File: src/hdl/ap_config.svh
`ifndef AP_CONFIG_SVH
`define AP_CONFIG_SVH

//////////////////////////////////////////////////
// widths and depths
`define SYM_W      8                     // symbol width
`define NUM_STE    6                     // number of STEs
`define IDX_W      16                    // symbol index width
`define REP_DEPTH  16                    // report records
`define REP_AW     4                     // report buffer address width

// short divisor for simulation, 16 clocks per bit
`define BAUD_DIV   16

//////////////////////////////////////////////////
// frame bytes around each report record
`define FRAME_B0   8'h5B                 // opens the index
`define FRAME_B2   8'h5C                 // between index bytes
`define FRAME_B5   8'h5D                 // before the report vector
`define FRAME_B7   8'h0A                 // line feed ends the frame

//////////////////////////////////////////////////
// STE table, class bit n set means symbol n matches
`define STE_CLASS_0  (256'd1 << 8'h47)                     // G
`define STE_CLASS_1  (256'd1 << 8'h41)                     // A
`define STE_CLASS_2  (256'd1 << 8'h54)                     // T
`define STE_CLASS_3  (256'd1 << 8'h43)                     // C
`define STE_CLASS_4  ((256'd1 << 8'h43) | (256'd1 << 8'h47)) // C or G
`define STE_CLASS_5  (256'd1 << 8'h41)                     // A

`define STE_SUCC_0   6'b000010           // enables ste1
`define STE_SUCC_1   6'b000100           // enables ste2
`define STE_SUCC_2   6'b000000           // terminal
`define STE_SUCC_3   6'b010000           // enables ste4
`define STE_SUCC_4   6'b100000           // enables ste5
`define STE_SUCC_5   6'b001000           // loops back to ste3

`define STE_START    6'b001001           // ste0 and ste3 start every symbol
`define STE_REPORT   6'b100100           // ste2 and ste5 report

`endif

File: src/hdl/ap_pkg.sv
`include "ap_config.svh"

package ap_pkg;

  //////////////////////////////////////////////////
  // datapath types
  typedef logic [`SYM_W-1:0]   sym_t;       // one input symbol
  typedef logic [`NUM_STE-1:0] ste_vec_t;   // one bit per STE
  typedef logic [`IDX_W-1:0]   idx_t;       // symbol position since clear
  typedef logic [`REP_AW-1:0]  rep_addr_t;  // report buffer address

  typedef struct packed {
    idx_t     idx;                          // position of the reporting symbol
    sym_t     sym;                          // the symbol itself
    ste_vec_t vec;                          // matched reporting STEs
  } report_rec_t;

  //////////////////////////////////////////////////
  // host bus, wishbone classic
  typedef struct packed {
    logic       cyc;
    logic       stb;
    logic       we;
    logic [1:0] adr;                        // register select
    logic [7:0] dat;                        // write data
  } wb_req_t;

  typedef struct packed {
    logic       ack;                        // single cycle
    logic [7:0] dat;                        // read data
  } wb_rsp_t;

  // register map
  typedef enum logic [1:0] {
    REG_SYMBOL = 2'd0,                      // write feeds one symbol
    REG_STATUS = 2'd1,                      // read only
    REG_DUMP   = 2'd2,                      // write starts a dump
    REG_CLEAR  = 2'd3                       // write clears enables and reports
  } reg_addr_t;

  //////////////////////////////////////////////////
  // state encodings
  typedef enum logic [2:0] {
    CTRL_IDLE,
    CTRL_ACK,                               // gap after a write ack
    CTRL_DUMP_RD,                           // buffer read in flight
    CTRL_DUMP_SEND,                         // offering record to serializer
    CTRL_DUMP_WAIT                          // last frame draining
  } ctrl_state_t;

  typedef enum logic [1:0] {
    UART_IDLE,
    UART_START,
    UART_DATA,
    UART_STOP
  } uart_state_t;

endpackage

File: src/hdl/ap_control.sv
`include "ap_config.svh"

module ap_control import ap_pkg::*; (
  input  logic             clk,
  input  logic             rst_n,
  input  wb_req_t          wb_req,
  output wb_rsp_t          wb_rsp,
  output logic             step,
  output sym_t             step_sym,
  output logic             clear,
  output rep_addr_t        rd_addr,
  input  report_rec_t      rd_rec,
  input  logic [`REP_AW:0] count,
  input  logic             overflow,
  output logic             rec_valid,
  output report_rec_t      rec,
  input  logic             ser_busy
);

  ctrl_state_t state;
  reg_addr_t   reg_sel;
  logic        ack_q;
  logic [7:0]  dat_q;
  logic        req;
  logic        rd_req;
  logic        wr_req;
  logic        wr_go;
  logic        dumping;
  logic        last_rec;
  logic [7:0]  status;

  //////////////////////////////////////////////////
  // request decode
  assign req      = wb_req.cyc & wb_req.stb & ~ack_q; // skip the request being acked
  assign rd_req   = req & ~wb_req.we;
  assign wr_req   = req & wb_req.we;
  assign reg_sel  = reg_addr_t'(wb_req.adr);
  assign dumping  = (state == CTRL_DUMP_RD) | (state == CTRL_DUMP_SEND) |
                    (state == CTRL_DUMP_WAIT);
  assign wr_go    = wr_req & (state == CTRL_IDLE);   // writes stall while dumping
  assign step     = wr_go & (reg_sel == REG_SYMBOL); // array steps at the ack edge
  assign clear    = wr_go & (reg_sel == REG_CLEAR);
  assign step_sym = wb_req.dat;
  assign status   = {overflow, dumping, 1'b0, count};

  // reads never wait, even mid dump
  always_ff @(posedge clk) begin
    if (!rst_n) begin
      ack_q <= 1'b0;
    end else begin
      ack_q <= rd_req | wr_go;                       // one cycle pulse
    end
  end

  always_ff @(posedge clk) begin
    if (rd_req) begin
      dat_q <= (reg_sel == REG_STATUS) ? status : 8'h00;
    end
  end

  assign wb_rsp.ack = ack_q;
  assign wb_rsp.dat = dat_q;

  //////////////////////////////////////////////////
  // dump sequencer
  assign last_rec  = ({1'b0, rd_addr} == count - 1'b1);
  assign rec_valid = (state == CTRL_DUMP_SEND);
  assign rec       = rd_rec;                         // stable while rd_addr holds

  always_ff @(posedge clk) begin
    if (!rst_n) begin
      state   <= CTRL_IDLE;
      rd_addr <= '0;
    end else begin
      case (state)
        CTRL_IDLE: begin
          if (wr_go) begin
            rd_addr <= '0;
            if (reg_sel == REG_DUMP && count != '0) begin
              state <= CTRL_DUMP_RD;                 // empty buffer sends nothing
            end
          end
        end
        CTRL_DUMP_RD: state <= CTRL_DUMP_SEND;       // rd_rec valid next cycle
        CTRL_DUMP_SEND: begin
          if (!ser_busy) begin                       // record taken this edge
            if (last_rec) begin
              state <= CTRL_DUMP_WAIT;
            end else begin
              rd_addr <= rd_addr + 1'b1;
              state   <= CTRL_DUMP_RD;
            end
          end
        end
        CTRL_DUMP_WAIT: begin
          if (!ser_busy) state <= CTRL_IDLE;         // last frame fully out
        end
        default: state <= CTRL_IDLE;
      endcase
    end
  end

endmodule

File: src/hdl/ap_top.sv
`include "ap_config.svh"

module ap_top import ap_pkg::*; (
  input  logic    clk,
  input  logic    rst_n,
  input  wb_req_t wb_req,
  output wb_rsp_t wb_rsp,
  output logic    tx
);

  logic              step;                   // one symbol per pulse
  sym_t              step_sym;
  logic              clear;                  // shared by array and buffer
  logic              rep_valid;
  report_rec_t       rep_rec;
  rep_addr_t         rd_addr;
  report_rec_t       rd_rec;
  logic [`REP_AW:0]  count;
  logic              overflow;
  logic              rec_valid;
  report_rec_t       rec;
  logic              ser_busy;
  logic              byte_valid;
  sym_t              tx_byte;
  logic              tx_busy;

  //////////////////////////////////////////////////
  // host side and dump sequencing
  ap_control u_ap_control (
    .clk       (clk),
    .rst_n     (rst_n),
    .wb_req    (wb_req),
    .wb_rsp    (wb_rsp),
    .step      (step),
    .step_sym  (step_sym),
    .clear     (clear),
    .rd_addr   (rd_addr),
    .rd_rec    (rd_rec),
    .count     (count),
    .overflow  (overflow),
    .rec_valid (rec_valid),
    .rec       (rec),
    .ser_busy  (ser_busy)
  );

  ste_array u_ste_array (
    .clk       (clk),
    .rst_n     (rst_n),
    .step      (step),
    .step_sym  (step_sym),
    .clear     (clear),
    .rep_valid (rep_valid),
    .rep_rec   (rep_rec)
  );

  report_buffer u_report_buffer (
    .clk       (clk),
    .rst_n     (rst_n),
    .clear     (clear),
    .rep_valid (rep_valid),
    .rep_rec   (rep_rec),
    .rd_addr   (rd_addr),
    .rd_rec    (rd_rec),
    .count     (count),
    .overflow  (overflow)
  );

  //////////////////////////////////////////////////
  // output path
  report_serializer u_report_serializer (
    .clk        (clk),
    .rst_n      (rst_n),
    .rec_valid  (rec_valid),
    .rec        (rec),
    .ser_busy   (ser_busy),
    .byte_valid (byte_valid),
    .tx_byte    (tx_byte),
    .tx_busy    (tx_busy)
  );

  uart_tx u_uart_tx (
    .clk        (clk),
    .rst_n      (rst_n),
    .byte_valid (byte_valid),
    .tx_byte    (tx_byte),
    .tx_busy    (tx_busy),
    .tx         (tx)
  );

endmodule

File: src/hdl/report_buffer.sv
`include "ap_config.svh"

module report_buffer import ap_pkg::*; (
  input  logic             clk,
  input  logic             rst_n,
  input  logic             clear,
  input  logic             rep_valid,
  input  report_rec_t      rep_rec,
  input  rep_addr_t        rd_addr,
  output report_rec_t      rd_rec,
  output logic [`REP_AW:0] count,
  output logic             overflow
);

  report_rec_t mem [0:`REP_DEPTH-1];                 // one record per report
  rep_addr_t   wr_ptr;
  logic        full;

  assign wr_ptr = count[`REP_AW-1:0];                // next free slot
  assign full   = (count == `REP_DEPTH);

  //////////////////////////////////////////////////
  // fill level and sticky overflow
  always_ff @(posedge clk) begin
    if (!rst_n) begin
      count    <= '0;
      overflow <= 1'b0;
    end else if (clear) begin
      count    <= '0;
      overflow <= 1'b0;
    end else if (rep_valid) begin
      if (full) begin
        overflow <= 1'b1;                            // record dropped
      end else begin
        count <= count + 1'b1;
      end
    end
  end

  // storage, write and synchronous read
  always_ff @(posedge clk) begin
    if (rep_valid && !full && !clear) begin
      mem[wr_ptr] <= rep_rec;
    end
    rd_rec <= mem[rd_addr];                          // one cycle latency
  end

endmodule

File: src/hdl/report_serializer.sv
`include "ap_config.svh"

module report_serializer import ap_pkg::*; (
  input  logic        clk,
  input  logic        rst_n,
  input  logic        rec_valid,
  input  report_rec_t rec,
  output logic        ser_busy,
  output logic        byte_valid,
  output sym_t        tx_byte,
  input  logic        tx_busy
);

  report_rec_t rec_q;                                // record being framed
  logic [2:0]  byte_idx;                             // frame position 0..7
  logic        busy;
  logic        drain;                                // all bytes handed over
  logic        byte_take;

  assign ser_busy   = busy;                          // held until last byte is on the wire
  assign byte_valid = busy & ~drain;
  assign byte_take  = byte_valid & ~tx_busy;

  //////////////////////////////////////////////////
  // frame byte select
  always_comb begin
    case (byte_idx)
      3'd0:    tx_byte = `FRAME_B0;
      3'd1:    tx_byte = rec_q.idx[15:8];            // index high
      3'd2:    tx_byte = `FRAME_B2;
      3'd3:    tx_byte = rec_q.idx[7:0];             // index low
      3'd4:    tx_byte = rec_q.sym;
      3'd5:    tx_byte = `FRAME_B5;
      3'd6:    tx_byte = sym_t'(rec_q.vec);          // vector zero padded
      default: tx_byte = `FRAME_B7;
    endcase
  end

  always_ff @(posedge clk) begin
    if (!rst_n) begin
      busy     <= 1'b0;
      drain    <= 1'b0;
      byte_idx <= '0;
    end else if (!busy) begin
      if (rec_valid) begin
        busy     <= 1'b1;
        byte_idx <= '0;
      end
    end else if (drain) begin
      if (!tx_busy) begin                            // stop bit of byte 7 done
        busy  <= 1'b0;
        drain <= 1'b0;
      end
    end else if (byte_take) begin
      if (byte_idx == 3'd7) drain <= 1'b1;
      else byte_idx <= byte_idx + 1'b1;
    end
  end

  always_ff @(posedge clk) begin
    if (!busy && rec_valid) rec_q <= rec;
  end

endmodule

File: src/hdl/ste_array.sv
`include "ap_config.svh"

module ste_array import ap_pkg::*; (
  input  logic        clk,
  input  logic        rst_n,
  input  logic        step,
  input  sym_t        step_sym,
  input  logic        clear,
  output logic        rep_valid,
  output report_rec_t rep_rec
);

  localparam int CLASS_W = 2 ** `SYM_W;

  localparam logic [CLASS_W-1:0] STE_CLASS [0:`NUM_STE-1] = '{
    `STE_CLASS_0, `STE_CLASS_1, `STE_CLASS_2,
    `STE_CLASS_3, `STE_CLASS_4, `STE_CLASS_5
  };

  localparam ste_vec_t STE_SUCC [0:`NUM_STE-1] = '{
    `STE_SUCC_0, `STE_SUCC_1, `STE_SUCC_2,
    `STE_SUCC_3, `STE_SUCC_4, `STE_SUCC_5
  };

  ste_vec_t enabled;                                 // enables for the next symbol
  ste_vec_t active;
  ste_vec_t matched;
  ste_vec_t next_en;
  ste_vec_t report_vec;
  idx_t     idx;

  //////////////////////////////////////////////////
  // match and successor fan out
  always_comb begin
    active  = enabled | `STE_START;                  // start STEs live on symbol 0 too
    next_en = `STE_START;
    for (int i = 0; i < `NUM_STE; i++) begin
      matched[i] = active[i] & STE_CLASS[i][step_sym]; // class lookup by symbol value
      if (matched[i]) next_en = next_en | STE_SUCC[i];
    end
    report_vec = matched & `STE_REPORT;
  end

  always_ff @(posedge clk) begin
    if (!rst_n) begin
      enabled   <= '0;
      idx       <= '0;
      rep_valid <= 1'b0;
    end else begin
      rep_valid <= 1'b0;
      if (clear) begin
        enabled <= '0;
        idx     <= '0;                               // first symbol after clear is 0
      end else if (step) begin
        enabled   <= next_en;
        idx       <= idx + 1'b1;
        rep_valid <= |report_vec;                    // any reporting STE hit
      end
    end
  end

  always_ff @(posedge clk) begin
    if (step) begin
      rep_rec.idx <= idx;
      rep_rec.sym <= step_sym;
      rep_rec.vec <= report_vec;
    end
  end

endmodule

File: src/hdl/uart_tx.sv
`include "ap_config.svh"

module uart_tx import ap_pkg::*; (
  input  logic clk,
  input  logic rst_n,
  input  logic byte_valid,
  input  sym_t tx_byte,
  output logic tx_busy,
  output logic tx
);

  localparam int CNT_W = $clog2(`BAUD_DIV);

  uart_state_t      state;
  logic [CNT_W-1:0] baud_cnt;
  logic             baud_tick;                       // last clock of a bit
  logic [2:0]       bit_cnt;
  sym_t             shreg;                           // remaining data bits

  assign baud_tick = (baud_cnt == CNT_W'(`BAUD_DIV - 1));
  assign tx_busy   = (state != UART_IDLE);

  //////////////////////////////////////////////////
  // 8N1 framing, lsb first
  always_ff @(posedge clk) begin
    if (!rst_n) begin
      state    <= UART_IDLE;
      baud_cnt <= '0;
      bit_cnt  <= '0;
      tx       <= 1'b1;                              // line idles high
    end else begin
      baud_cnt <= baud_tick ? '0 : baud_cnt + 1'b1;
      case (state)
        UART_IDLE: begin
          baud_cnt <= '0;
          if (byte_valid) begin
            tx    <= 1'b0;                           // start bit
            state <= UART_START;
          end
        end
        UART_START: begin
          if (baud_tick) begin
            tx      <= shreg[0];
            bit_cnt <= '0;
            state   <= UART_DATA;
          end
        end
        UART_DATA: begin
          if (baud_tick) begin
            if (bit_cnt == 3'd7) begin
              tx    <= 1'b1;                         // stop bit
              state <= UART_STOP;
            end else begin
              tx      <= shreg[0];
              bit_cnt <= bit_cnt + 1'b1;
            end
          end
        end
        UART_STOP: begin
          if (baud_tick) state <= UART_IDLE;
        end
        default: state <= UART_IDLE;
      endcase
    end
  end

  // shifter, loaded on accept and shifted after each bit goes out
  always_ff @(posedge clk) begin
    if (state == UART_IDLE) begin
      if (byte_valid) shreg <= tx_byte;
    end else if (baud_tick && state != UART_STOP) begin
      shreg <= {1'b0, shreg[`SYM_W-1:1]};
    end
  end

endmodule

File: config.mk
export PLATFORM = sky130hd
export DESIGN_NAME = ap_top
export DESIGN_NICKNAME = d
export VERILOG_FILES = /design/src/hdl/ap_pkg.sv /design/src/hdl/ap_control.sv /design/src/hdl/ap_top.sv /design/src/hdl/report_buffer.sv /design/src/hdl/report_serializer.sv /design/src/hdl/ste_array.sv /design/src/hdl/uart_tx.sv
export VERILOG_INCLUDE_DIRS = /design/src /design/src/hdl
export SDC_FILE = /design/constraint.sdc
export NUM_CORES = 1
export LEC_CHECK = 0
export ABC_CLOCK_PERIOD_IN_PS = 10500
export BUFFER_PORTS_ARGS = -buffer_cell sky130_fd_sc_hd__buf_2
export CAP_MARGIN = 15
export CELL_PAD_IN_SITES_DETAIL_PLACEMENT = 0
export CELL_PAD_IN_SITES_GLOBAL_PLACEMENT = 2
export CORE_UTILIZATION = 50
export CTS_BUF_LIST = sky130_fd_sc_hd__clkbuf_4
export DETAILED_ROUTE_END_ITERATION = 8
export GPL_TIMING_DRIVEN = 1
export PLACE_DENSITY_LB_ADDON = 0.1
export RECOVER_POWER = 100
export SLEW_MARGIN = 5
export SYNTH_ARGS = -nofsm -noshare
export SYNTH_HDL_FRONTEND = slang
export SYNTH_SLANG_ARGS = --single-unit
File: constraint.sdc
create_clock -name clk -period 10.5 [get_ports clk]
set_clock_uncertainty 0.2 [all_clocks]
set_input_delay 0.525 -clock clk [delete_from_list [all_inputs] [get_ports clk]]
set_output_delay 0.525 -clock clk [all_outputs]
set_load 0.02 [all_outputs]
# Word-level counts from Yosys, hierarchy flattened

Memories as Yosys holds them, arrays and structs flattened. A register that Yosys moved wholly into a read port is not among the register bits.
Index checks and enable logic that the tools add are counted.

Bitwise logic cells: 23
Add/subtract/negate cells: 7
Eq/ne operators: 35
Reductions and logical operators: 32
Order comparisons: 1
Mux-type cells: 53

Operator list:

| operator                                              | count |
|---|---|
| one-hot mux 8 bit (7 select lines)                    | 1 |
| 2-to-1 mux 3 bit                                      | 14 |
| 2-to-1 mux 8 bit                                      | 3 |
| inequality test 2 bit, second input constant          | 10 |
| AND reduction 4 bit                                   | 5 |
| equality test 3 bit, second input constant            | 6 |
| 2-to-1 mux 1 bit                                      | 18 |
| adder 16 x 1 -> 16 bit, second input constant         | 1 |
| 2-to-1 mux 4 bit                                      | 4 |
| AND 1 bit                                             | 13 |
| equality test 3 x 2 -> 1 bit, second input constant   | 4 |
| 2-to-1 mux 2 bit                                      | 6 |
| one-hot mux 3 bit (4 select lines)                    | 1 |
| inequality test 2 x 1 -> 1 bit, second input constant | 5 |
| nonzero test 2 bit                                    | 5 |
| < comparator 8 x 9 -> 1 bit, second input constant    | 1 |
| adder 4 x 1 -> 4 bit, second input constant           | 2 |
| equality test 2 bit, second input constant            | 4 |
| one-hot mux 2 bit (4 select lines)                    | 1 |
| one-hot mux 4 bit (2 select lines)                    | 1 |
| NOT 1 bit                                             | 7 |
| adder 3 x 1 -> 3 bit, second input constant           | 2 |
| zero test 3 bit                                       | 2 |
| 2-to-1 mux 6 bit                                      | 1 |
| other kinds (20)                                      | 34 |

Input port bits: 15
Bits in writable memories: 416
Bits in read-only memories: 1280
Logic and storage cells: 182
Output and inout port bits: 10
Memories kept: 6
Register bits after elaboration: 130

Memories:

| name                | depth | width | rd ports | clocked after memory_dff | wr ports | RTL line            | RTL |
|---|---|---|---|---|---|---|---|
| u_report_buffer.mem | 16    | 26    | 1        | 1                        | 1        | report_buffer.sv:15 | `` report_rec_t mem [0:`REP_DEPTH-1]; `` |
| (name not given)    | 256   | 1     | 1        | 0                        | 0        | ste_array.sv:38     | `matched[i] = active[i] & STE_CLASS[i][step_sym];` |
| (name not given)    | 256   | 1     | 1        | 0                        | 0        | ste_array.sv:38     |  |
| (name not given)    | 256   | 1     | 1        | 0                        | 0        | ste_array.sv:38     |  |
| (name not given)    | 256   | 1     | 1        | 0                        | 0        | ste_array.sv:38     |  |
| (name not given)    | 256   | 1     | 1        | 0                        | 0        | ste_array.sv:38     |  |

# Depth between registers and ports, before layout

Word-level depth: 9
Depth in mapped cells: 8
Depth with buffers taken out: 7

# Cells and area by module

A second synthesis with hierarchy kept.

Cells, all modules: 1267
Area, all modules: 24583.6 um^2

Modules (own cells, without submodules):

| module            | seq. area each (um^2) | cells an instance | area an instance (um^2) | times used |
|---|---|---|---|---|
| report_buffer     | 15134.5               | 822               | 19263.5                 | 1 |
| ste_array         | 1201.2                | 139               | 1793.0                  | 1 |
| report_serializer | 1001.0                | 106               | 1462.7                  | 1 |
| ap_control        | 370.4                 | 121               | 1149.9                  | 1 |
| uart_tx           | 440.4                 | 79                | 914.6                   | 1 |

# Least setup slack after synthesis

Ideal clock, no wire load.

Path type: register -> register
From: register u_report_buffer.count[0]
To: memory u_report_buffer.mem[2][0] (netlist bit), enable pin
Cell stages (with the launch flop): 9
Period minus slack after synthesis: 3.937 ns
Slack: 6.563 ns
Arrival: 3.296 ns
Setup time: 0.442 ns
Path buffers: 1
Data required time: 9.858 ns
Cells stage by stage: dfxtp_1 > inv_1 > ha_1 > buf_2 > nand2_1 > o31ai_1 > a31oi_1 > nand2_1 > nor3_1

Longest elaborated chain between the ends: 6

RTL lines:

| item                                   | RTL line            | RTL |
|---|---|---|
| start: declaration                     | report_buffer.sv:11 | `` output logic [`REP_AW:0] count, `` |
| start signal: assignment               | report_buffer.sv:35 | `count <= count + 1'b1;` |
| equality test 5 bit (no source line)   | -                   |  |
| zero test 1 bit                        | report_buffer.sv:42 | `if (rep_valid && !full && !clear) begin` |
| logical AND 1 bit (2 in a row)         | report_buffer.sv:42 |  |
| 2-to-1 mux 1 bit                       | report_buffer.sv:42 |  |
| 2-to-1 mux 1 bit (not written as such) | report_buffer.sv:43 | `mem[wr_ptr] <= rep_rec;` |
| end: declaration                       | report_buffer.sv:15 |  |

Parallel ways exist; a longest one is shown, timed or not.

==> impl.org <==
** Drt
- # DRC :: 0
- The final route contains 10543 vias.
- For this block, the initial DRC count from the detailed router was 823.
- Vias per std cell :: 5.63
- The final layout contains routed wiring with a total length of 44800 um.
- Wire length per cell :: 23.9 um
- Number of optimization iterations in the first detailed-route pass :: 6
- Antenna-violating nets left :: 0

** Placement
- At the end of routability-driven placement, the weighted congestion stood at 0.757.
- Input and output buffers added on the ports amount to 23.
- Once detailed placement completed, the half-perimeter wirelength came to 24500 um.
- The placed instances occupy a cell area of 21900 um2.

** Synth
- For this run, the number of Yosys warnings is 0.
- Area share of the leading cell type in the synthesized netlist :: 0.685
- In this run the cell area of the synthesized design comes to 21200 um2.
- Async set-reset flop share out of synthesis :: 0
- Most repeated cell in the gate-level netlist after synthesis :: edfxtp_1
- In the synthesized netlist, the cells that appear most often are edfxtp_1, mux4_2, dfxtp_1.
- The most used flip-flop cell after synthesis is edfxtp_1.
- Synthesized net count :: 1097
- The synthesized design spends more area on one cell type than any other, namely edfxtp_1.
- Yosys mapped the design onto 59 distinct sky130hd cell types.
- Area contributors post-synth :: edfxtp_1, mux4_2, dfxtp_1
- Number of enable flip-flop cells after synthesis :: 483
- Synthesized area per cell :: 19.9 um2
- After synthesis the netlist holds a flip-flop and latch count of 559.
- Cell count after synthesis :: 1063
- Sequential fraction of the synthesis area :: 0.757

** Power
- Internal power :: 3.46 mW
- Of the total power, the share spent switching nets is 0.206.
- In this run the static leakage power is 7.73 nW.
- Net switching power :: 900 uW
- In this run the power density over the cells is 183 nW/um2.
- Of the total power, combinational logic draws 0.015.
- Of the total power, registers draw 0.550.
- Of the total power, the clock network draws 0.435.
- The worst-case IR drop observed on VDD is 86.7 uV.

** Final layout
- The area growth from synthesis to layout is 12.7%.
- Core utilization of the finished layout :: 0.570
- Layout cells sized above 1 :: 0.293
- Post-route cell area :: 23900 um2
- Final Net Count :: 1249
- Final-layout fill cell count :: 3275

** Die
- Site Rows :: 75
- Area of the die :: 43200 um2
- Overall die height :: 208 um
- Die width :: 208 um
- Number of top-level pins :: 25
- Starting density of the core :: 0.506
- The region available for standard cell placement spans 41900 um2.

** Global route
- Summed over all layers, the global routing overflow is 0.
- The first global-routing pass estimated 67400 um of wire.
- Initial antenna violation count :: 3
- Entering global routing, the biggest net connects 65 pins.
- The via count of the first global-routing pass is 11118.
- Overall routing resource usage :: 0.216

** CTS
- In this run the number of H-tree levels came out at 4.
- Clock-pin slew reported for the worst setup and hold paths after clock tree synthesis :: 60 ps
- Deepest clock path buffer count :: 3
- Number of clock buffers inserted by TritonCTS :: 146
- CTS tree :: yes
- The tree is rooted in a clkbuf_4.
- CTS resizes :: 0
- For this design, the sink count on the clock tree is 559.
- Post-CTS Setup Inserts :: 0
- Hold Buf Count CTS :: 16
- Clock latency on the worst-skew pair, taken at its later pin, is 830 ps.

** Critical path
- STA classifies the critical path startpoint as a flop.
- CP endpoint kind :: flop
- RR Startpoint :: u_ap_control.rd_addr[0]$_SDFFE_PN0P_
- Maximum fanout encountered on the critical timing path :: 51
- Last element of the critical path :: u_report_buffer.rd_rec[18]$_DFF_P_
- Setup Crit Path Kind :: reg -> reg
- Across all register-to-register paths, the minimum setup slack is 4350 ps.
- Critical Path RT :: 10960 ps
- The number of cells on the worst reg-to-reg path is 3.
- Critical Path AT :: 6610 ps
- The endpoint identified for the worst register-to-register timing path is u_report_buffer.rd_rec[18]$_DFF_P_.
- Launching element of the worst setup path :: u_ap_control.rd_addr[0]$_SDFFE_PN0P_

** STA
- Final Max Slew Viols :: 574
- The tightest hold path in the finished design has a slack of 182 ps.
- Headroom to the max-slew limit came out at -1.30.
- After routing, the total negative slack on setup checks comes to 0 ps.
- Minimum period implied by the final worst setup slack :: 6150 ps
- Setup-violating endpoint count in the final report :: 0
- In the finished design, the share of the clock period the worst path needs comes to 0.586.
- Final Hold Fails :: 0
- Setup repair after global routing left no endpoint under its margin.
- F_max :: 163 MHz
- At the pin with the least slew margin, the transition time is 3450 ps.

** Status
- Result of the run :: complete, but fails checks
- Violations in the final reports :: max-capacitance violations, max-slew violations

** Min path
- The worst hold path belongs to the class reg -> reg.

** Run
- The tool flagged a number of max-cap violations equal to 21.
-- logic make-up after synthesis --
group                      synth area share
adders and majority gates            0.0112
buffers and inverters                0.0148
DFF                                   0.757
AOI/OAI and AO/OA                    0.0239
muxes                                 0.140
xor gates and xnor gates            0.00993
other                              0.000177
and+or+nand+nor                      0.0426
-- worst max-delay path, stage by stage, from the launching register on --
cell and delay, ps:
dfxtp_1 2680, clkbuf_1 1920, mux4_2 680, mux4_2 500
-- layout make-up --
class	instances	area, um2	area share
clock inverter	29	144	0.00603
inverter	23	86.3	0.00362
multi-input combinational	432	4810	0.202
sequential	559	16000	0.672
antenna	1	2.50	0.000105
timing repair buffer	53	318	0.0133
tap	539	674	0.0283
clock buffer	238	1790	0.0749
-- registers in the layout, indices dropped and copies added (netlist names), 5 cells and up --
register	count
u_ap_control.dat_q	7
u_report_buffer.count	5
u_report_serializer.rec_q	26
u_report_buffer.mem	416
u_report_buffer.rd_rec	26
u_ste_array.idx	16
u_uart_tx.shreg	8
u_ste_array.rep_rec	26
-- worst min path at each step --
stage                                             startpoint                                 endpoint  slack (ps)  cells past startpoint
after global placement    u_report_buffer.rd_rec[26]$_DFF_P_  u_report_serializer.rec_q[26]$_DFFE_PP_         190                      0
after floorplan           u_report_buffer.rd_rec[10]$_DFF_P_  u_report_serializer.rec_q[10]$_DFFE_PP_         190                      0
after detailed placement  u_report_buffer.rd_rec[15]$_DFF_P_  u_report_serializer.rec_q[15]$_DFFE_PP_         190                      0
after CTS                                          wb_req[4]        u_ste_array.rep_rec[10]$_DFFE_PP_         170                      2
final                     u_report_buffer.rd_rec[18]$_DFF_P_  u_report_serializer.rec_q[18]$_DFFE_PP_         180                      0
after global routing      u_report_buffer.rd_rec[18]$_DFF_P_  u_report_serializer.rec_q[18]$_DFFE_PP_         190                      0
-- metal layers --
layer	vias up	routed length (um)	GRT usage
met5	-	13	0
met4	2	814	0.0835
met3	74	2150	0.0439
li1	4696	-	-
met2	282	22400	0.350
met1	5489	19500	0.292
-- layout by cell type (no fill, tap or decap), types with 3 or more instances in the layout --
cell / instances
dlygate4sd3_1: 16
and2_0: 7
dfxtp_1: 73
and3_1: 10
nand2b_1: 4
o22ai_1: 4
ha_1: 19
inv_1: 22
buf_4: 4
o21ai_0: 15
edfxtp_1: 483
nor4b_1: 4
inv_2: 8
xor2_1: 9
clkinv_1: 18
clkbuf_1: 30
buf_2: 3
a31oi_1: 3
nand3b_1: 5
nand3_1: 13
or3_1: 7
a22oi_1: 3
nor2_1: 47
o21ai_1: 3
nor3b_1: 4
a21boi_0: 3
clkbuf_4: 238
xnor2_1: 15
nor3_1: 12
a21oi_1: 23
mux2i_1: 4
mux4_2: 130
nand2_1: 37
nand4_1: 11
nor2b_1: 11
-- metrics by stage --
step,cells,power [mW],setup WS (ps)
finish,1874,4.36,4350
global route,1874,4.54,3510
CTS,1872,4.42,6880
detailed placement,1589,2.51,6900
global placement,1589,2.51,7080
floorplan,1063,2.49,6560
-- power by group through the flow --
stage	clock, mW	sequential [mW]	combinational (mW)
4_1_cts	1.95	2.40	0.0689
6_report	1.90	2.40	0.0657
2_1_floorplan	0	2.45	0.0416
3_3_place_gp	0	2.45	0.0638
3_5_place_dp	0	2.45	0.0638
5_1_grt	2.07	2.40	0.0728
Note: power is estimated with default switching activity, not from simulation.
